**src/hdl/fifo_pkg.sv**
```systemverilog
package fifo_pkg;

    // ------------------------------
    // Data path types
    // ------------------------------
    typedef logic [15:0] data_t;
    typedef logic [15:0] count_t;

    // ------------------------------
    // Register interface
    // ------------------------------
    typedef logic [7:0]  axil_addr_t;
    typedef logic [31:0] axil_data_t;

    // Register byte offsets
    localparam axil_addr_t REG_STATUS  = 8'h00;
    localparam axil_addr_t REG_COUNT   = 8'h04;
    localparam axil_addr_t REG_DEPTH   = 8'h08;
    localparam axil_addr_t REG_CONTROL = 8'h0C;

    // STATUS layout
    localparam int STATUS_EMPTY_BIT  = 0;
    localparam int STATUS_FULL_BIT   = 1;
    localparam int STATUS_OFLOW_BIT  = 2;
    localparam int STATUS_UFLOW_BIT  = 3;

    // CONTROL layout
    localparam int CTRL_FLUSH_BIT = 0;
    localparam int CTRL_CLEAR_BIT = 1;

    localparam logic [1:0] AXIL_RESP_OKAY = 2'b00;

    // One transaction in flight at a time
    typedef enum logic [1:0] {
        AXIL_IDLE,
        AXIL_WRESP,
        AXIL_RDATA
    } axil_state_t;

endpackage : fifo_pkg

```
**src/hdl/fifo_axil_regs.sv**
```systemverilog
`timescale 1ns/10ps

module fifo_axil_regs #(
    parameter int DEPTH = 32
) (
    input  logic                   clk,
    input  logic                   rst,

    // Write address and data
    input  logic                   axil_awvalid,
    output logic                   axil_awready,
    input  fifo_pkg::axil_addr_t   axil_awaddr,
    input  logic                   axil_wvalid,
    output logic                   axil_wready,
    input  fifo_pkg::axil_data_t   axil_wdata,
    input  logic [3:0]             axil_wstrb,

    // Write response
    output logic                   axil_bvalid,
    input  logic                   axil_bready,
    output logic [1:0]             axil_bresp,

    // Read address and data
    input  logic                   axil_arvalid,
    output logic                   axil_arready,
    input  fifo_pkg::axil_addr_t   axil_araddr,
    output logic                   axil_rvalid,
    input  logic                   axil_rready,
    output fifo_pkg::axil_data_t   axil_rdata,
    output logic [1:0]             axil_rresp,

    // Buffer status in, flush out
    input  logic                   full,
    input  logic                   empty,
    input  fifo_pkg::count_t       wr_count,
    input  logic                   oflow,
    input  logic                   uflow,
    output logic                   flush
);

    import fifo_pkg::*;

    axil_state_t state;
    logic        wr_go;
    logic        rd_go;
    logic        ctrl_wr;
    logic        clear_req;
    logic        sticky_oflow;
    logic        sticky_uflow;
    axil_data_t  rd_word;

    // ------------------------------
    // Handshakes
    // ------------------------------
    // Writes win when both kinds arrive together
    assign wr_go = (state == AXIL_IDLE) && axil_awvalid && axil_wvalid;
    assign rd_go = (state == AXIL_IDLE) && axil_arvalid && !(axil_awvalid && axil_wvalid);

    assign axil_awready = wr_go;
    assign axil_wready  = wr_go;
    assign axil_arready = rd_go;
    assign axil_bvalid  = (state == AXIL_WRESP);
    assign axil_rvalid  = (state == AXIL_RDATA);
    assign axil_bresp   = AXIL_RESP_OKAY;
    assign axil_rresp   = AXIL_RESP_OKAY;

    always_ff @(posedge clk) begin
        if (rst) begin
            state <= AXIL_IDLE;
        end else begin
            case (state)
                AXIL_IDLE: begin
                    if (wr_go) begin
                        state <= AXIL_WRESP;
                    end else if (rd_go) begin
                        state <= AXIL_RDATA;
                    end
                end
                AXIL_WRESP: if (axil_bready) state <= AXIL_IDLE;
                AXIL_RDATA: if (axil_rready) state <= AXIL_IDLE;
                default:    state <= AXIL_IDLE;
            endcase
        end
    end

    // ------------------------------
    // Control register
    // ------------------------------
    assign ctrl_wr   = wr_go && (axil_awaddr == REG_CONTROL) && axil_wstrb[0];
    assign clear_req = ctrl_wr && axil_wdata[CTRL_CLEAR_BIT];

    // Flush pulse lines up with the write response
    always_ff @(posedge clk) begin
        if (rst) begin
            flush        <= 1'b0;
            sticky_oflow <= 1'b0;
            sticky_uflow <= 1'b0;
        end else begin
            flush        <= ctrl_wr && axil_wdata[CTRL_FLUSH_BIT];
            // A new event beats a clear in the same cycle
            sticky_oflow <= oflow || (sticky_oflow && !clear_req);
            sticky_uflow <= uflow || (sticky_uflow && !clear_req);
        end
    end

    // ------------------------------
    // Read mux
    // ------------------------------
    always_comb begin
        rd_word = '0;
        case (axil_araddr)
            REG_STATUS: begin
                rd_word[STATUS_EMPTY_BIT] = empty;
                rd_word[STATUS_FULL_BIT]  = full;
                rd_word[STATUS_OFLOW_BIT] = sticky_oflow;
                rd_word[STATUS_UFLOW_BIT] = sticky_uflow;
            end
            REG_COUNT: rd_word = axil_data_t'(wr_count);
            REG_DEPTH: rd_word = axil_data_t'(DEPTH);
            default:   rd_word = '0;
        endcase
    end

    always_ff @(posedge clk) begin
        if (rd_go) begin
            axil_rdata <= rd_word;
        end
    end

    a_one_response : assert property (
        @(posedge clk) disable iff (rst)
        !(axil_bvalid && axil_rvalid)
    );

endmodule : fifo_axil_regs

```
**src/hdl/fifo_mem.sv**
```systemverilog
`timescale 1ns/10ps

module fifo_mem #(
    parameter int DEPTH = 32
) (
    input  logic                     clk,

    // Write port
    input  logic                     mem_we,
    input  logic [$clog2(DEPTH)-1:0] mem_waddr,
    input  fifo_pkg::data_t          mem_wdata,

    // Read port with data one cycle after mem_re
    input  logic                     mem_re,
    input  logic [$clog2(DEPTH)-1:0] mem_raddr,
    output fifo_pkg::data_t          mem_rdata
);

    import fifo_pkg::*;

    // Plain array so it maps onto block RAM
    data_t mem [DEPTH];

    always_ff @(posedge clk) begin
        if (mem_we) begin
            mem[mem_waddr] <= mem_wdata;
        end
    end

    // Output register holds its word until the next read
    always_ff @(posedge clk) begin
        if (mem_re) begin
            mem_rdata <= mem[mem_raddr];
        end
    end

endmodule : fifo_mem

```
**src/hdl/fifo_rd_ctrl.sv**
```systemverilog
`timescale 1ns/10ps

module fifo_rd_ctrl #(
    parameter int DEPTH      = 32,
    parameter bit FWFT       = 1,
    parameter bit UFLOW_PROT = 1
) (
    input  logic                     clk,
    input  logic                     rst,

    // Outside read port
    input  logic                     rd,
    output logic                     rd_ack,
    output fifo_pkg::data_t          rd_data,
    output fifo_pkg::count_t         rd_count,
    output logic                     empty,
    output logic                     uflow,

    // Pointer exchange with the write side
    input  logic [$clog2(DEPTH):0]   wr_ptr,
    output logic [$clog2(DEPTH):0]   rd_ptr,
    input  logic                     flush,

    // Storage read port
    output logic                     mem_re,
    output logic [$clog2(DEPTH)-1:0] mem_raddr,
    input  fifo_pkg::data_t          mem_rdata
);

    import fifo_pkg::*;

    localparam int ADDR_W = $clog2(DEPTH);
    localparam int PTR_W  = ADDR_W + 1;

    logic [PTR_W-1:0] fetch_ptr;
    logic [PTR_W-1:0] fetch_level;
    logic [PTR_W-1:0] wr_ptr_d;
    logic [PTR_W-1:0] rd_level;
    logic             out_valid;
    logic             pop;

    // Words written but not yet fetched from storage
    assign fetch_level = wr_ptr - fetch_ptr;
    assign mem_raddr   = fetch_ptr[ADDR_W-1:0];

    // ------------------------------
    // Fetch and pop decisions
    // ------------------------------
    always_comb begin
        if (FWFT) begin
            // Head word waits in the storage output register
            empty  = !out_valid;
            pop    = rd && out_valid;
            mem_re = !flush && (fetch_level != '0) && (!out_valid || pop);
        end else begin
            empty  = (wr_ptr == rd_ptr);
            pop    = rd && (!empty || !UFLOW_PROT) && !flush;
            mem_re = pop;
        end
    end

    assign rd_ack  = FWFT ? pop : out_valid;
    assign rd_data = mem_rdata;

    // Words the read side can hand out
    assign rd_level = (FWFT ? wr_ptr_d : wr_ptr) - rd_ptr;
    assign rd_count = count_t'(rd_level);

    // ------------------------------
    // Pointers and output valid
    // ------------------------------
    always_ff @(posedge clk) begin
        if (rst || flush) begin
            fetch_ptr <= '0;
            rd_ptr    <= '0;
            wr_ptr_d  <= '0;
            out_valid <= 1'b0;
        end else begin
            wr_ptr_d <= wr_ptr;
            if (mem_re) begin
                fetch_ptr <= fetch_ptr + 1'b1;
            end
            if (pop) begin
                rd_ptr <= rd_ptr + 1'b1;
            end
            if (!FWFT) begin
                // Standard mode acks the cycle after the storage read
                out_valid <= mem_re;
            end else if (mem_re) begin
                out_valid <= 1'b1;
            end else if (pop) begin
                out_valid <= 1'b0;
            end
        end
    end

    always_ff @(posedge clk) begin
        if (rst) begin
            uflow <= 1'b0;
        end else begin
            uflow <= rd && empty;
        end
    end

    // No ack for a read that found the buffer empty
    a_no_ack_when_empty : assert property (
        @(posedge clk) disable iff (rst || (!FWFT && !UFLOW_PROT))
        rd_ack |-> (FWFT ? (rd_count != '0) : !$past(empty))
    );

    // Fetch pointer stays behind the write pointer
    a_fetch_behind_wr : assert property (
        @(posedge clk) disable iff (rst)
        fetch_level <= PTR_W'(DEPTH)
    );

endmodule : fifo_rd_ctrl

```
**src/hdl/fifo_sync_axil.sv**
```systemverilog
`timescale 1ns/10ps

module fifo_sync_axil #(
    parameter int DEPTH      = 32,
    parameter bit FWFT       = 1,
    parameter bit OFLOW_PROT = 1,
    parameter bit UFLOW_PROT = 1
) (
    input  logic                 clk,
    input  logic                 rst,

    // Write port
    output logic                 wr_rdy,
    input  logic                 wr,
    input  fifo_pkg::data_t      wr_data,
    output fifo_pkg::count_t     wr_count,
    output logic                 full,
    output logic                 oflow,

    // Read port
    input  logic                 rd,
    output logic                 rd_ack,
    output fifo_pkg::data_t      rd_data,
    output fifo_pkg::count_t     rd_count,
    output logic                 empty,
    output logic                 uflow,

    // AXI4-Lite control and monitoring
    input  logic                 axil_awvalid,
    output logic                 axil_awready,
    input  fifo_pkg::axil_addr_t axil_awaddr,
    input  logic                 axil_wvalid,
    output logic                 axil_wready,
    input  fifo_pkg::axil_data_t axil_wdata,
    input  logic [3:0]           axil_wstrb,
    output logic                 axil_bvalid,
    input  logic                 axil_bready,
    output logic [1:0]           axil_bresp,
    input  logic                 axil_arvalid,
    output logic                 axil_arready,
    input  fifo_pkg::axil_addr_t axil_araddr,
    output logic                 axil_rvalid,
    input  logic                 axil_rready,
    output fifo_pkg::axil_data_t axil_rdata,
    output logic [1:0]           axil_rresp
);

    import fifo_pkg::*;

    localparam int ADDR_W = $clog2(DEPTH);

    logic [ADDR_W:0]   wr_ptr;
    logic [ADDR_W:0]   rd_ptr;
    logic              flush;
    logic              mem_we;
    logic [ADDR_W-1:0] mem_waddr;
    data_t             mem_wdata;
    logic              mem_re;
    logic [ADDR_W-1:0] mem_raddr;
    data_t             mem_rdata;

    // ------------------------------
    // Write side
    // ------------------------------
    fifo_wr_ctrl #(
        .DEPTH      (DEPTH),
        .OFLOW_PROT (OFLOW_PROT)
    ) u_wr_ctrl (
        .clk       (clk),
        .rst       (rst),
        .wr        (wr),
        .wr_data   (wr_data),
        .wr_rdy    (wr_rdy),
        .full      (full),
        .oflow     (oflow),
        .wr_count  (wr_count),
        .rd_ptr    (rd_ptr),
        .wr_ptr    (wr_ptr),
        .flush     (flush),
        .mem_we    (mem_we),
        .mem_waddr (mem_waddr),
        .mem_wdata (mem_wdata)
    );

    // Storage
    fifo_mem #(
        .DEPTH (DEPTH)
    ) u_mem (
        .clk       (clk),
        .mem_we    (mem_we),
        .mem_waddr (mem_waddr),
        .mem_wdata (mem_wdata),
        .mem_re    (mem_re),
        .mem_raddr (mem_raddr),
        .mem_rdata (mem_rdata)
    );

    // ------------------------------
    // Read side
    // ------------------------------
    fifo_rd_ctrl #(
        .DEPTH      (DEPTH),
        .FWFT       (FWFT),
        .UFLOW_PROT (UFLOW_PROT)
    ) u_rd_ctrl (
        .clk       (clk),
        .rst       (rst),
        .rd        (rd),
        .rd_ack    (rd_ack),
        .rd_data   (rd_data),
        .rd_count  (rd_count),
        .empty     (empty),
        .uflow     (uflow),
        .wr_ptr    (wr_ptr),
        .rd_ptr    (rd_ptr),
        .flush     (flush),
        .mem_re    (mem_re),
        .mem_raddr (mem_raddr),
        .mem_rdata (mem_rdata)
    );

    // Register block
    fifo_axil_regs #(
        .DEPTH (DEPTH)
    ) u_regs (
        .clk          (clk),
        .rst          (rst),
        .axil_awvalid (axil_awvalid),
        .axil_awready (axil_awready),
        .axil_awaddr  (axil_awaddr),
        .axil_wvalid  (axil_wvalid),
        .axil_wready  (axil_wready),
        .axil_wdata   (axil_wdata),
        .axil_wstrb   (axil_wstrb),
        .axil_bvalid  (axil_bvalid),
        .axil_bready  (axil_bready),
        .axil_bresp   (axil_bresp),
        .axil_arvalid (axil_arvalid),
        .axil_arready (axil_arready),
        .axil_araddr  (axil_araddr),
        .axil_rvalid  (axil_rvalid),
        .axil_rready  (axil_rready),
        .axil_rdata   (axil_rdata),
        .axil_rresp   (axil_rresp),
        .full         (full),
        .empty        (empty),
        .wr_count     (wr_count),
        .oflow        (oflow),
        .uflow        (uflow),
        .flush        (flush)
    );

    // Counts up to DEPTH plus the two fall-through words must fit,
    // and pointer wrap needs a power-of-two depth
    a_count_width : assert property (
        @(posedge clk) disable iff (rst)
        ($bits(count_t) >= $clog2(DEPTH + 3)) && (DEPTH == (1 << ADDR_W))
    );

endmodule : fifo_sync_axil

```
**src/hdl/fifo_wr_ctrl.sv**
```systemverilog
`timescale 1ns/10ps

module fifo_wr_ctrl #(
    parameter int DEPTH      = 32,
    parameter bit OFLOW_PROT = 1
) (
    input  logic                    clk,
    input  logic                    rst,

    // Outside write port
    input  logic                    wr,
    input  fifo_pkg::data_t         wr_data,
    output logic                    wr_rdy,
    output logic                    full,
    output logic                    oflow,
    output fifo_pkg::count_t        wr_count,

    // Pointer exchange with the read side
    input  logic [$clog2(DEPTH):0]  rd_ptr,
    output logic [$clog2(DEPTH):0]  wr_ptr,
    input  logic                    flush,

    // Storage write port
    output logic                    mem_we,
    output logic [$clog2(DEPTH)-1:0] mem_waddr,
    output fifo_pkg::data_t         mem_wdata
);

    import fifo_pkg::*;

    localparam int ADDR_W = $clog2(DEPTH);
    localparam int PTR_W  = ADDR_W + 1;

    logic             rdy_en;
    logic [PTR_W-1:0] level;

    // ------------------------------
    // Fill level and flags
    // ------------------------------
    // Extra pointer bit tells a full buffer from an empty one
    assign level    = wr_ptr - rd_ptr;
    assign full     = (level >= PTR_W'(DEPTH));
    assign wr_count = count_t'(level);

    // Held low for the first cycle out of reset
    assign wr_rdy = rdy_en && (!full || !OFLOW_PROT);

    // Without protection a write to a full buffer still lands
    assign mem_we    = wr && wr_rdy && !flush;
    assign mem_waddr = wr_ptr[ADDR_W-1:0];
    assign mem_wdata = wr_data;

    // ------------------------------
    // Pointer and overflow flag
    // ------------------------------
    always_ff @(posedge clk) begin
        if (rst) begin
            rdy_en <= 1'b0;
            oflow  <= 1'b0;
            wr_ptr <= '0;
        end else begin
            rdy_en <= 1'b1;
            // One-cycle flag after any write attempt while full
            oflow  <= wr && full;
            if (flush) begin
                wr_ptr <= '0;
            end else if (mem_we) begin
                wr_ptr <= wr_ptr + 1'b1;
            end
        end
    end

    // Fill level stays within the storage when protected
    a_wr_count_max : assert property (
        @(posedge clk) disable iff (rst || !OFLOW_PROT)
        wr_count <= count_t'(DEPTH)
    );

endmodule : fifo_wr_ctrl

```
**config.mk**
```make
export PLATFORM = sky130hd
export DESIGN_NAME = fifo_sync_axil
export DESIGN_NICKNAME = d
export VERILOG_FILES = /design/src/hdl/fifo_pkg.sv /design/src/hdl/fifo_axil_regs.sv /design/src/hdl/fifo_mem.sv /design/src/hdl/fifo_rd_ctrl.sv /design/src/hdl/fifo_sync_axil.sv /design/src/hdl/fifo_wr_ctrl.sv
export SDC_FILE = /design/constraint.sdc
export NUM_CORES = 1
export LEC_CHECK = 0
export ABC_CLOCK_PERIOD_IN_PS = 3250
export BUFFER_PORTS_ARGS = -buffer_cell sky130_fd_sc_hd__buf_2
export CAP_MARGIN = 20
export CORE_MARGIN = 2
export CORE_UTILIZATION = 54
export DETAILED_ROUTE_END_ITERATION = 10
export PLACE_DENSITY_LB_ADDON = 0.08
export SYNTH_ARGS = -nofsm -noshare
export SYNTH_HDL_FRONTEND = slang
export SYNTH_SLANG_ARGS = --single-unit
```
**constraint.sdc**
```tcl
create_clock -name clk -period 3.25 [get_ports clk]
set_input_delay 0.65 -clock clk [delete_from_list [all_inputs] [get_ports clk]]
set_output_delay 0.65 -clock clk [all_outputs]
set_load 0.005 [all_outputs]
```
Yosys cells after proc, flatten, opt, wreduce, memory -nomap -nowiden

Memory sizes are Yosys's and may differ from the RTL's. A register that Yosys moved wholly into a read port is not among the register bits.
Cells that the tools add are included.

Register bits: 65
Latch bits: 0
RAM bits: 512
ROM bits: 0
Output and inout port bits: 95
Word-level logic and storage cells: 75
Memories kept: 1

$add $sub $neg: 6
Multiply operators: 0
Div/mod/pow operators: 0
$lt $le $gt $ge: 1
Equal/unequal tests: 8
Shift operators: 0
Multiplexer cells: 12
Bitwise gates (word level): 0
Reductions and logical operators: 34

Memories:

| name      | depth | bits a word | read ports | clocked after Yosys merged registers in | write ports | line           | source |
|---|---|---|---|---|---|---|---|
| u_mem.mem | 32    | 16          | 1          | 1                                       | 1           | fifo_mem.sv:22 | `data_t mem [DEPTH];` |

Operators with widths:

| kind                                                            | number |
|---|---|
| 1-bit logical AND                                               | 19 |
| 6-bit by 1-bit adder with 6-bit output, second input constant   | 3 |
| 6-bit subtractor                                                | 3 |
| 8-bit by 4-bit == test with 1-bit output, second input constant | 2 |
| 8-bit by 3-bit == test with 1-bit output, second input constant | 1 |
| 8-bit zero test                                                 | 1 |
| 2-bit two-way mux                                               | 4 |
| 4-bit case mux with 2 select lines                              | 1 |
| 6-bit >= comparator, second input constant                      | 1 |
| 2-bit case mux with 3 select lines                              | 1 |
| 6-bit nonzero test                                              | 1 |
| 1-bit zero test                                                 | 5 |
| 1-bit two-way mux                                               | 5 |
| 1-bit logical OR                                                | 4 |
| 2-bit by 1-bit != test with 1-bit output, second input constant | 2 |
| 2-bit case mux with 2 select lines                              | 1 |
| 3-bit by 2-bit != test with 1-bit output, second input constant | 1 |
| 3-bit AND reduction                                             | 1 |
| 2-bit by 1-bit == test with 1-bit output, second input constant | 1 |
| 2-bit == test, second input constant                            | 1 |
| 2-bit zero test                                                 | 1 |
| 2-bit nonzero test                                              | 1 |
| 2-bit OR reduction                                              | 1 |

Depth between registers and ports, before layout

Gate-level depths: netlist of the first run.

Word-level depth: 9
Depth in mapped cells: 12
Depth with buffers taken out: 8

Hierarchy

A second synthesis of the first run with hierarchy kept.

Cells, all modules: 1524
Area, all modules: 24154.4 sq um

Modules (own cells, without submodules):

| module         | instances | cells an instance | area an instance (sq um) | sequential area each (sq um) |
|---|---|---|---|---|
| fifo_mem       | 1         | 1143              | 20696.1                  | 15855.2 |
| fifo_rd_ctrl   | 1         | 172               | 1423.9                   | 400.4 |
| fifo_axil_regs | 1         | 96                | 1131.1                   | 580.6 |
| fifo_wr_ctrl   | 1         | 113               | 903.4                    | 160.2 |

Worst setup path before layout of the first run

OpenSTA, ideal clock, no wires.

Path kind: reg2reg
Start: register u_rd_ctrl.fetch_ptr[1]
End: register u_mem.mem_rdata[0] (read register of u_mem.mem), enable pin
Library setup time: 390 ps
Arrival time: 2672 ps
Data required time: 2860 ps
Path slack: 188 ps
Cell stages (with the launch flop): 12
Path buffers: 5
Cells stage by stage: dfxtp_1 -> clkbuf_1 -> buf_2 -> buf_2 -> buf_2 -> inv_1 -> ha_1 -> nor2b_1 -> xnor2_1 -> nor4b_1 -> buf_2 -> nor2_1

Cells in the longest elaborated chain, start to end: 4

RTL lines:

| what                            | line                 | source |
|---|---|---|
| start: declaration              | fifo_rd_ctrl.sv:35   | `logic [PTR_W-1:0] fetch_ptr;` |
| start signal: assignment        | fifo_rd_ctrl.sv:81   | `fetch_ptr <= fetch_ptr + 1'b1;` |
| 6-bit subtractor                | fifo_rd_ctrl.sv:43   | `assign fetch_level = wr_ptr - fetch_ptr;` |
| 6-bit nonzero test              | fifo_rd_ctrl.sv:54   | `mem_re = !flush && (fetch_level != '0) && (!out_valid \|\| pop);` |
| 1-bit logical AND (2 in series) | fifo_rd_ctrl.sv:54   |  |
| net mem_re                      | fifo_sync_axil.sv:58 | `logic mem_re;` |
| end: declaration                | fifo_mem.sv:16       | `output fifo_pkg::data_t mem_rdata` |

The timed path passes the listed nets, and every way through them passes these cells.
A chain may end at the register's enable or synchronous reset.

Worst setup path after layout of the first run

Start: register u_wr_ctrl.wr_ptr[0]
End: output wr_count[4]

Cells in the longest elaborated chain, start to end: 1

RTL lines:

| what                     | line                 | source |
|---|---|---|
| start: declaration       | fifo_wr_ctrl.sv:20   | `output logic [$clog2(DEPTH):0] wr_ptr,` |
| start signal: assignment | fifo_wr_ctrl.sv:68   | `wr_ptr <= wr_ptr + 1'b1;` |
| 6-bit subtractor         | fifo_wr_ctrl.sv:41   | `assign level = wr_ptr - rd_ptr;` |
| end: declaration         | fifo_sync_axil.sv:16 | `output fifo_pkg::count_t wr_count,` |

No other way between the ends.

==> results of run 1 <==
## area by class of cell
type                       instances  area (um^2)  share of cell area (%)
clock buffer                      76         1582                   6.016
sequential                       567        16700                   63.54
tap                              539        674.4                   2.565
clock inverter                    27        240.2                  0.9138
multi-input combinational        638         5838                   22.21
timing repair buffer             149         1149                   4.369
inverter                          27        101.3                  0.3855
## power by group
part / internal (uW) / leakage (uW) / switching [uW]
Clock: 3720 / 0.000891 / 2670
Combinational: 1550 / 0.00287 / 2030
Sequential: 8250 / 0.00509 / 143
## registers in the layout, indices dropped and copies added (netlist names), 2 cells and up
name	cells
u_wr_ctrl.wr_ptr	6
u_mem.mem	512
u_regs.state	2
u_regs.axil_rdata	6
u_mem.mem_rdata	16
u_rd_ctrl.fetch_ptr	6
u_rd_ctrl.wr_ptr_d	6
u_rd_ctrl.rd_ptr	6
## worst max-delay path: cells and delay by family, from the launching register on
kind	cells	cell delay (ns)
adder cells (fa/ha/maj)	2	0.60
AO/OA/AOI/OAI	2	0.41
flip-flops	1	0.37
XOR/XNOR	1	0.18
buffers and inverters	3	0.36
## metrics by stage
stage / power (uW) / instances / TNS (ns) / setup slack [ns]
6_report: 18350 / 2023 / 0 / 0.09130
5_1_grt: 19020 / 2023 / -0.07939 / -0.05558
4_1_cts: 18490 / 2023 / 0 / 0.01132
3_5_place_dp: 12130 / 1918 / 0 / 0.2774
3_3_place_gp: 12090 / 1918 / 0 / 0.3069
2_1_floorplan: 10890 / 1347 / 0 / 0.1882
## repair_timing
action                                 4_1_cts  5_1_grt
setup buffers                                2        0
setup endpoints to repair                    4        5
cloned                                       0        0
pin swaps                                    2        0
endpoints found under the hold margin        0        0
gates resized for setup                      5        3
## logic make-up after synthesis
logic type | after synthesis | share of synthesized area [%]
AO/OA/AOI/OAI | 143 | 4.532
XOR/XNOR | 15 | 0.5692
adder cells (fa/ha/maj) | 23 | 1.312
buffers and inverters | 142 | 3.344
flip-flops | 567 | 72.33
multiplexers | 229 | 13.41
other | 1 | 0.01625
AND/OR/NAND/NOR | 178 | 4.488
## final timing paths
| check | startpoint | to | slack (ns) | cells after the start |
|---|---|---|---|---|
| worst max-delay path | u_wr_ctrl.wr_ptr[0]$_SDFFE_PP0P_ | wr_count[4] | 0.09 | 8 |
| worst min-delay path | axil_bready | u_regs.state[0]$_SDFFE_PP0P_ | 0.33 | 3 |
| worst max register to register | u_rd_ctrl.rd_ptr[4]$_SDFFE_PP0P_ | u_mem.mem[31][14]$_DFFE_PP_ | 0.30 | 10 |
| worst min register to register | u_wr_ctrl.oflow$_SDFF_PP0_ | u_regs.sticky_oflow$_SDFF_PP0_ | 0.49 | 2 |
## layout by cell type (no fill, tap or decap), types with 7 or more instances in the layout
| master | instances |
|---|---|
| a21oi_1 | 35 |
| a22o_1 | 45 |
| a31oi_1 | 16 |
| and2_1 | 39 |
| buf_12 | 20 |
| buf_2 | 88 |
| buf_4 | 41 |
| clkbuf_1 | 11 |
| clkbuf_16 | 59 |
| clkinv_1 | 7 |
| clkinv_2 | 11 |
| conb_1 | 50 |
| dfxtp_1 | 30 |
| edfxtp_1 | 534 |
| ha_1 | 20 |
| inv_1 | 25 |
| mux2i_1 | 163 |
| mux4_2 | 64 |
| nand2_1 | 29 |
| nor2_1 | 26 |
| nor2b_1 | 10 |
| nor3_1 | 22 |
| o21ai_0 | 9 |
| o221ai_1 | 16 |
| xnor2_1 | 13 |
## routing by layer
layer | vias up | part of all wire [%]
met3 | 80 | 6.8
met4 | 0 | 2.7
met5 | - | 0
met1 | 6000 | 44
li1 | 5328 | -
met2 | 389 | 47
==> results.json, run 1 <==
{
  "timing.final.max_slew_violations": 0,
  "critPathMaxStageDelay_ns": 0.41,
  "cts_max_level": 2,
  "nets": 1540,
  "use_met2_pct": 36.30,
  "path_max_fanout": 6,
  "synthFlopType": "edfxtp_1",
  "fin_crit_sh_pct": 97.19,
  "fin_crit_ns": 3.159,
  "cap_violations": 0,
  "yosysTopAreaCellShare_pct": 69.47,
  "grt_pass1_wl_um": 74050,
  "drive_above_1_share_pct": 21.70,
  "yosysMostFrequentCell": "edfxtp_1",
  "hold_violations": 0,
  "holdWs_ns": 0.3343,
  "worstPathRequired_ns": 2.60,
  "drc": 0,
  "start_kind": "flop",
  "antenna_cells": 0,
  "rows": 75,
  "die_area_mm2": 0.04442,
  "outcome": "complete, no violations",
  "min_path_type": "in2reg",
  "antenna_found_initial": 1,
  "vias": 11800,
  "synth.area.top_cells": "edfxtp_1 (69%), mux2i_1 (7.1%), mux4_2 (6.2%)",
  "power_density_mw_per_mm2": 698.1,
  "crit_slowest_cell": "fa_1",
  "numCtsBuffers": 57,
  "cts_root_buffer": "clkbuf_16",
  "grt.met1_usage_pct": 33.15,
  "drt_pass1_iterations": 5,
  "top_usage_layer": "met2",
  "netlist_area_mm2": 0.02308,
  "synth.distinct_cells": 61,
  "fp.dieW_um": 210.8,
  "dpl_cell_area_mm2": 0.02443,
  "grt_overflow_total": 0,
  "clk_latency_ns": 0.61,
  "grt_util_met3_pct": 4.163,
  "drt_iter0_drc": 1088,
  "syn_inst": 1298,
  "path_cells": "inv_2, ha_1, inv_1, fa_1, a21o_1, a21oi_1, xnor2_1, buf_2",
  "wl_per_cell_um": 24.76,
  "yosysTopAreaCell": "edfxtp_1",
  "start_util_pct": 54.91,
  "ys.warnings.count": 0,
  "crit_type": "reg2out",
  "clk_pin_slew_ns": 0.06,
  "ys_ff_latch": 567,
  "coreArea_mm2": 0.04204,
  "cts-hold-fix-buffers": 0,
  "fin_util_pct": 62.53,
  "clock_sinks": 567,
  "setup_viol": 0,
  "clock_skew_ns": 0.02483,
  "fmax_mhz": 316.6,
  "arrival_ns": 2.51,
  "routabilityCongestion": 0.8196,
  "viasPerCell": 5.831,
  "grt_max_degree": 53,
  "port_buffers": 88,
  "endpoint_kind": "primary output",
  "cts.path.max_buffers": 3,
  "areaGrowthSynthToFinish_pct": 13.89,
  "rsz0062_at_grt": "yes",
  "synth_edf_count": 534,
  "design_area_mm2": 0.02629,
  "fillCellCount": 3051,
  "cts_tree": "done",
  "die_h_um": 210.8,
  "place_hpwl_um": 29420,
  "vdd_drop_max_v": 0.0004916,
  "p_leak_uw": 0.008850,
  "synth_commonest_cells": "edfxtp_1 (534), mux2i_1 (163), mux4_2 (64), buf_4 (53), a22o_1 (45)",
  "slew_headroom_pct": 42.37,
  "syn_area_per_cell_um2": 17.78,
  "tightestPinTransition_ns": 0.8644,
  "final_antenna_net_count": 0,
  "grt_pass1_vias": 11730,
  "wl_um": 50100,
  "grt_use_total_pct": 23.10,
  "num_io_pins": 172,
  "synth-seq-area-share_pct": 72.33,
  "postSynth.asyncResetShare_pct": 0
}
(Power assumes the default switching activity.)
==> run 2: changes to the inputs <==
--- a/config.mk
+++ b/config.mk
@@ -10,2 +10,3 @@
 export CAP_MARGIN = 20
+export CORE_ASPECT_RATIO = 0.75
 export CORE_MARGIN = 2
@@ -13,2 +14,3 @@
 export DETAILED_ROUTE_END_ITERATION = 10
+export HOLD_SLACK_MARGIN = 0.15
 export PLACE_DENSITY_LB_ADDON = 0.08
--- a/constraint.sdc
+++ b/constraint.sdc
@@ -3,2 +3,2 @@
 set_output_delay 0.65 -clock clk [all_outputs]
-set_load 0.005 [all_outputs]
+set_load 0.05 [all_outputs]
==> results.json, run 2 (same netlist as run 1, synthesis figures left out) <==
{
  "fin_crit_ns": 3.169,
  "final_antenna_net_count": 0,
  "power.clock.fraction_pct": 30.9,
  "clk_pin_slew_ns": 0.06,
  "areaGrowthSynthToFinish_pct": 14.08,
  "clock_skew_ns": 0.01667,
  "dpl_cell_area_mm2": 0.02466,
  "outcome": "complete, no violations",
  "nets": 1544,
  "num_io_pins": 172,
  "cap_violations": 0,
  "reg2reg_depth": 11,
  "timing.final.max_slew_violations": 0,
  "die_h_um": 183.1,
  "wl_um": 50370,
  "grt_pass1_wl_um": 75400,
  "cts_root_buffer": "clkbuf_16",
  "worstPathRequired_ns": 2.60,
  "port_buffers": 88,
  "switching_share_pct": 29.52,
  "cts.path.max_buffers": 3,
  "viasPerCell": 5.753,
  "start_util_pct": 54.79,
  "design_area_mm2": 0.02633,
  "cts_max_level": 2,
  "place_inst": 1954,
  "rsz0062_at_grt": "yes",
  "p_leak_uw": 0.008810,
  "wl_per_cell_um": 24.58,
  "crit_type": "reg2out",
  "die_area_mm2": 0.04443,
  "min_delay_path_depth": 2,
  "vdd_drop_max_v": 0.0004373,
  "fin_crit_sh_pct": 97.49,
  "drive_above_1_share_pct": 21.69,
  "numCtsBuffers": 52,
  "rows": 65,
  "fillCellCount": 3098,
  "layout_commonest_cell": "edfxtp_1",
  "holdWs_ns": 0.3521,
  "tightestPinTransition_ns": 1.032,
  "regMostFlops": "u_mem.mem",
  "endpoint_kind": "primary output",
  "slew_headroom_pct": 31.06,
  "drc": 0,
  "fp.dieW_um": 242.7,
  "stdcell_count": 2049,
  "fmax_mhz": 315.6,
  "fin_total_pwr_uw": 18530,
  "critPathMaxStageDelay_ns": 0.52,
  "arrival_ns": 2.52,
  "crit_path_frequent_cell": "buf_6",
  "grt_pass1_vias": 11510,
  "hp-start": "rst",
  "reg2reg_to": "u_mem.mem[26][0]$_DFFE_PP_",
  "min_path_type": "in2reg",
  "mostFrequentLayoutCells": "edfxtp_1 (534), mux2i_1 (163), buf_2 (85)",
  "switchingPower_uw": 5469,
  "reg.largest.list": "u_mem.mem: 512 flops, u_mem.mem_rdata: 16 flops",
  "place_hpwl_um": 30990,
  "start_kind": "flop",
  "cts_tree": "done",
  "pwr-share-comb_pct": 23.6,
  "vias": 11790,
  "routabilityCongestion": 0.8230,
  "power_density_mw_per_mm2": 703.6,
  "grt_max_degree": 48,
  "drt_iter0_drc": 1208,
  "seqPwrFrac_pct": 45.5,
  "antenna_found_initial": 2,
  "largest_reg_flops": 512,
  "grt_overflow_total": 0,
  "clock_sinks": 567,
  "r2r_slack_ns": 0.36,
  "min_to": "u_wr_ctrl.rdy_en$_DFF_P_",
  "antenna_cells": 0,
  "path_max_fanout": 5,
  "crit_slowest_cell": "or4_1",
  "internal_power_uw": 13060,
  "setup_viol": 0,
  "tns_ns": 0,
  "grt_use_total_pct": 23.08,
  "hold_violations": 0,
  "cts-hold-fix-buffers": 0,
  "clk_latency_ns": 0.57,
  "drt_pass1_iterations": 5,
  "r2r_start": "u_rd_ctrl.rd_ptr[3]$_SDFFE_PP0P_",
  "path_cells": "inv_4, buf_6, ha_4, nor2b_1, o21ai_1, a21boi_1, or4_1, nand3_1, buf_6",
  "coreArea_mm2": 0.04213
}
## run 2: cell count changes in the layout (fill, tap and decap cells not counted), moves of 3 or more
cell        change
clkbuf_8        -3
clkbuf_16       -6
buf_12         +12
clkinvlp_4      -3
inv_1           -3
clkinv_1        +3
buf_4           -3
buf_2           -3
## run 2: per-layer routing
| metal | up-vias | global-route usage (%) | share of wire [%] |
|---|---|---|---|
| li1 | 5330 | - | - |
| met1 | 6027 | 36.16 | 46 |
| met2 | 355 | 33.82 | 44 |
| met3 | 74 | 4.112 | 7.2 |
| met4 | 2 | 5.104 | 1.8 |
| met5 | - | 2.723 | 0.33 |
## run 2: final cells by class
type                            instances  area, um^2  area share (%)
Clock buffer                           66        1375           5.222
Clock inverter                         24       185.2          0.7032
Inverter                               27       103.9          0.3944
Multi-Input combinational cell        638        5868           22.28
Sequential cell                       567       16710           63.45
Tap cell                              569       711.9           2.703
Timing Repair Buffer                  158        1381           5.245
## run 2: how the worst max path moves through the flow
stage,depth (start not counted),endpoint,slack (ns),start
global placement,8,wr_rdy,0.29,u_rd_ctrl.rd_ptr[3]$_SDFFE_PP0P_
global route,9,rd_count[5],-0.04,u_rd_ctrl.rd_ptr[1]$_SDFFE_PP0P_
CTS,9,wr_rdy,0.007,u_rd_ctrl.rd_ptr[3]$_SDFFE_PP0P_
detailed placement,8,wr_rdy,0.27,u_rd_ctrl.rd_ptr[3]$_SDFFE_PP0P_
finish,9,rd_count[5],0.08,u_rd_ctrl.rd_ptr[1]$_SDFFE_PP0P_
floorplan,11,u_mem.mem_rdata[0]$_DFFE_PP_,0.19,u_rd_ctrl.fetch_ptr[1]$_SDFFE_PP0P_
## run 2: what timing repair did
item                                    CTS  global route
endpoints found under the setup margin    5             5
resized for setup                        14             8
pin swaps                                 4             5
buffers inserted                          3             2
## run 2: worst max-delay path, delay by kind of cell, from the launching register on
kind / cells / cell delay, ns
DFF: 1 / 0.39
and+or+nand+nor: 3 / 0.75
AOI/OAI and AO/OA: 2 / 0.26
buffers and inverters: 3 / 0.32
adders and majority gates: 1 / 0.22
## run 2: per-stage QoR
step / setup slack (ns) / utilization [%]
6_report: 0.08147 / 62.51
5_1_grt: -0.03812 / 62.51
4_1_cts: 0.007301 / 62.41
3_5_place_dp: 0.2698 / 58.54
3_3_place_gp: 0.2942 / 58.52
2_1_floorplan: 0.1882 / -
## run 2: power groups by stage
stage          clock network [uW]  logic, uW  registers, uW
5_1_grt                      6150       4640           8460
2_1_floorplan                   0       2800           8860
3_3_place_gp                    0       4300           8580
3_5_place_dp                    0       4340           8590
6_report                     5730       4380           8430
4_1_cts                      5830       4380           8430
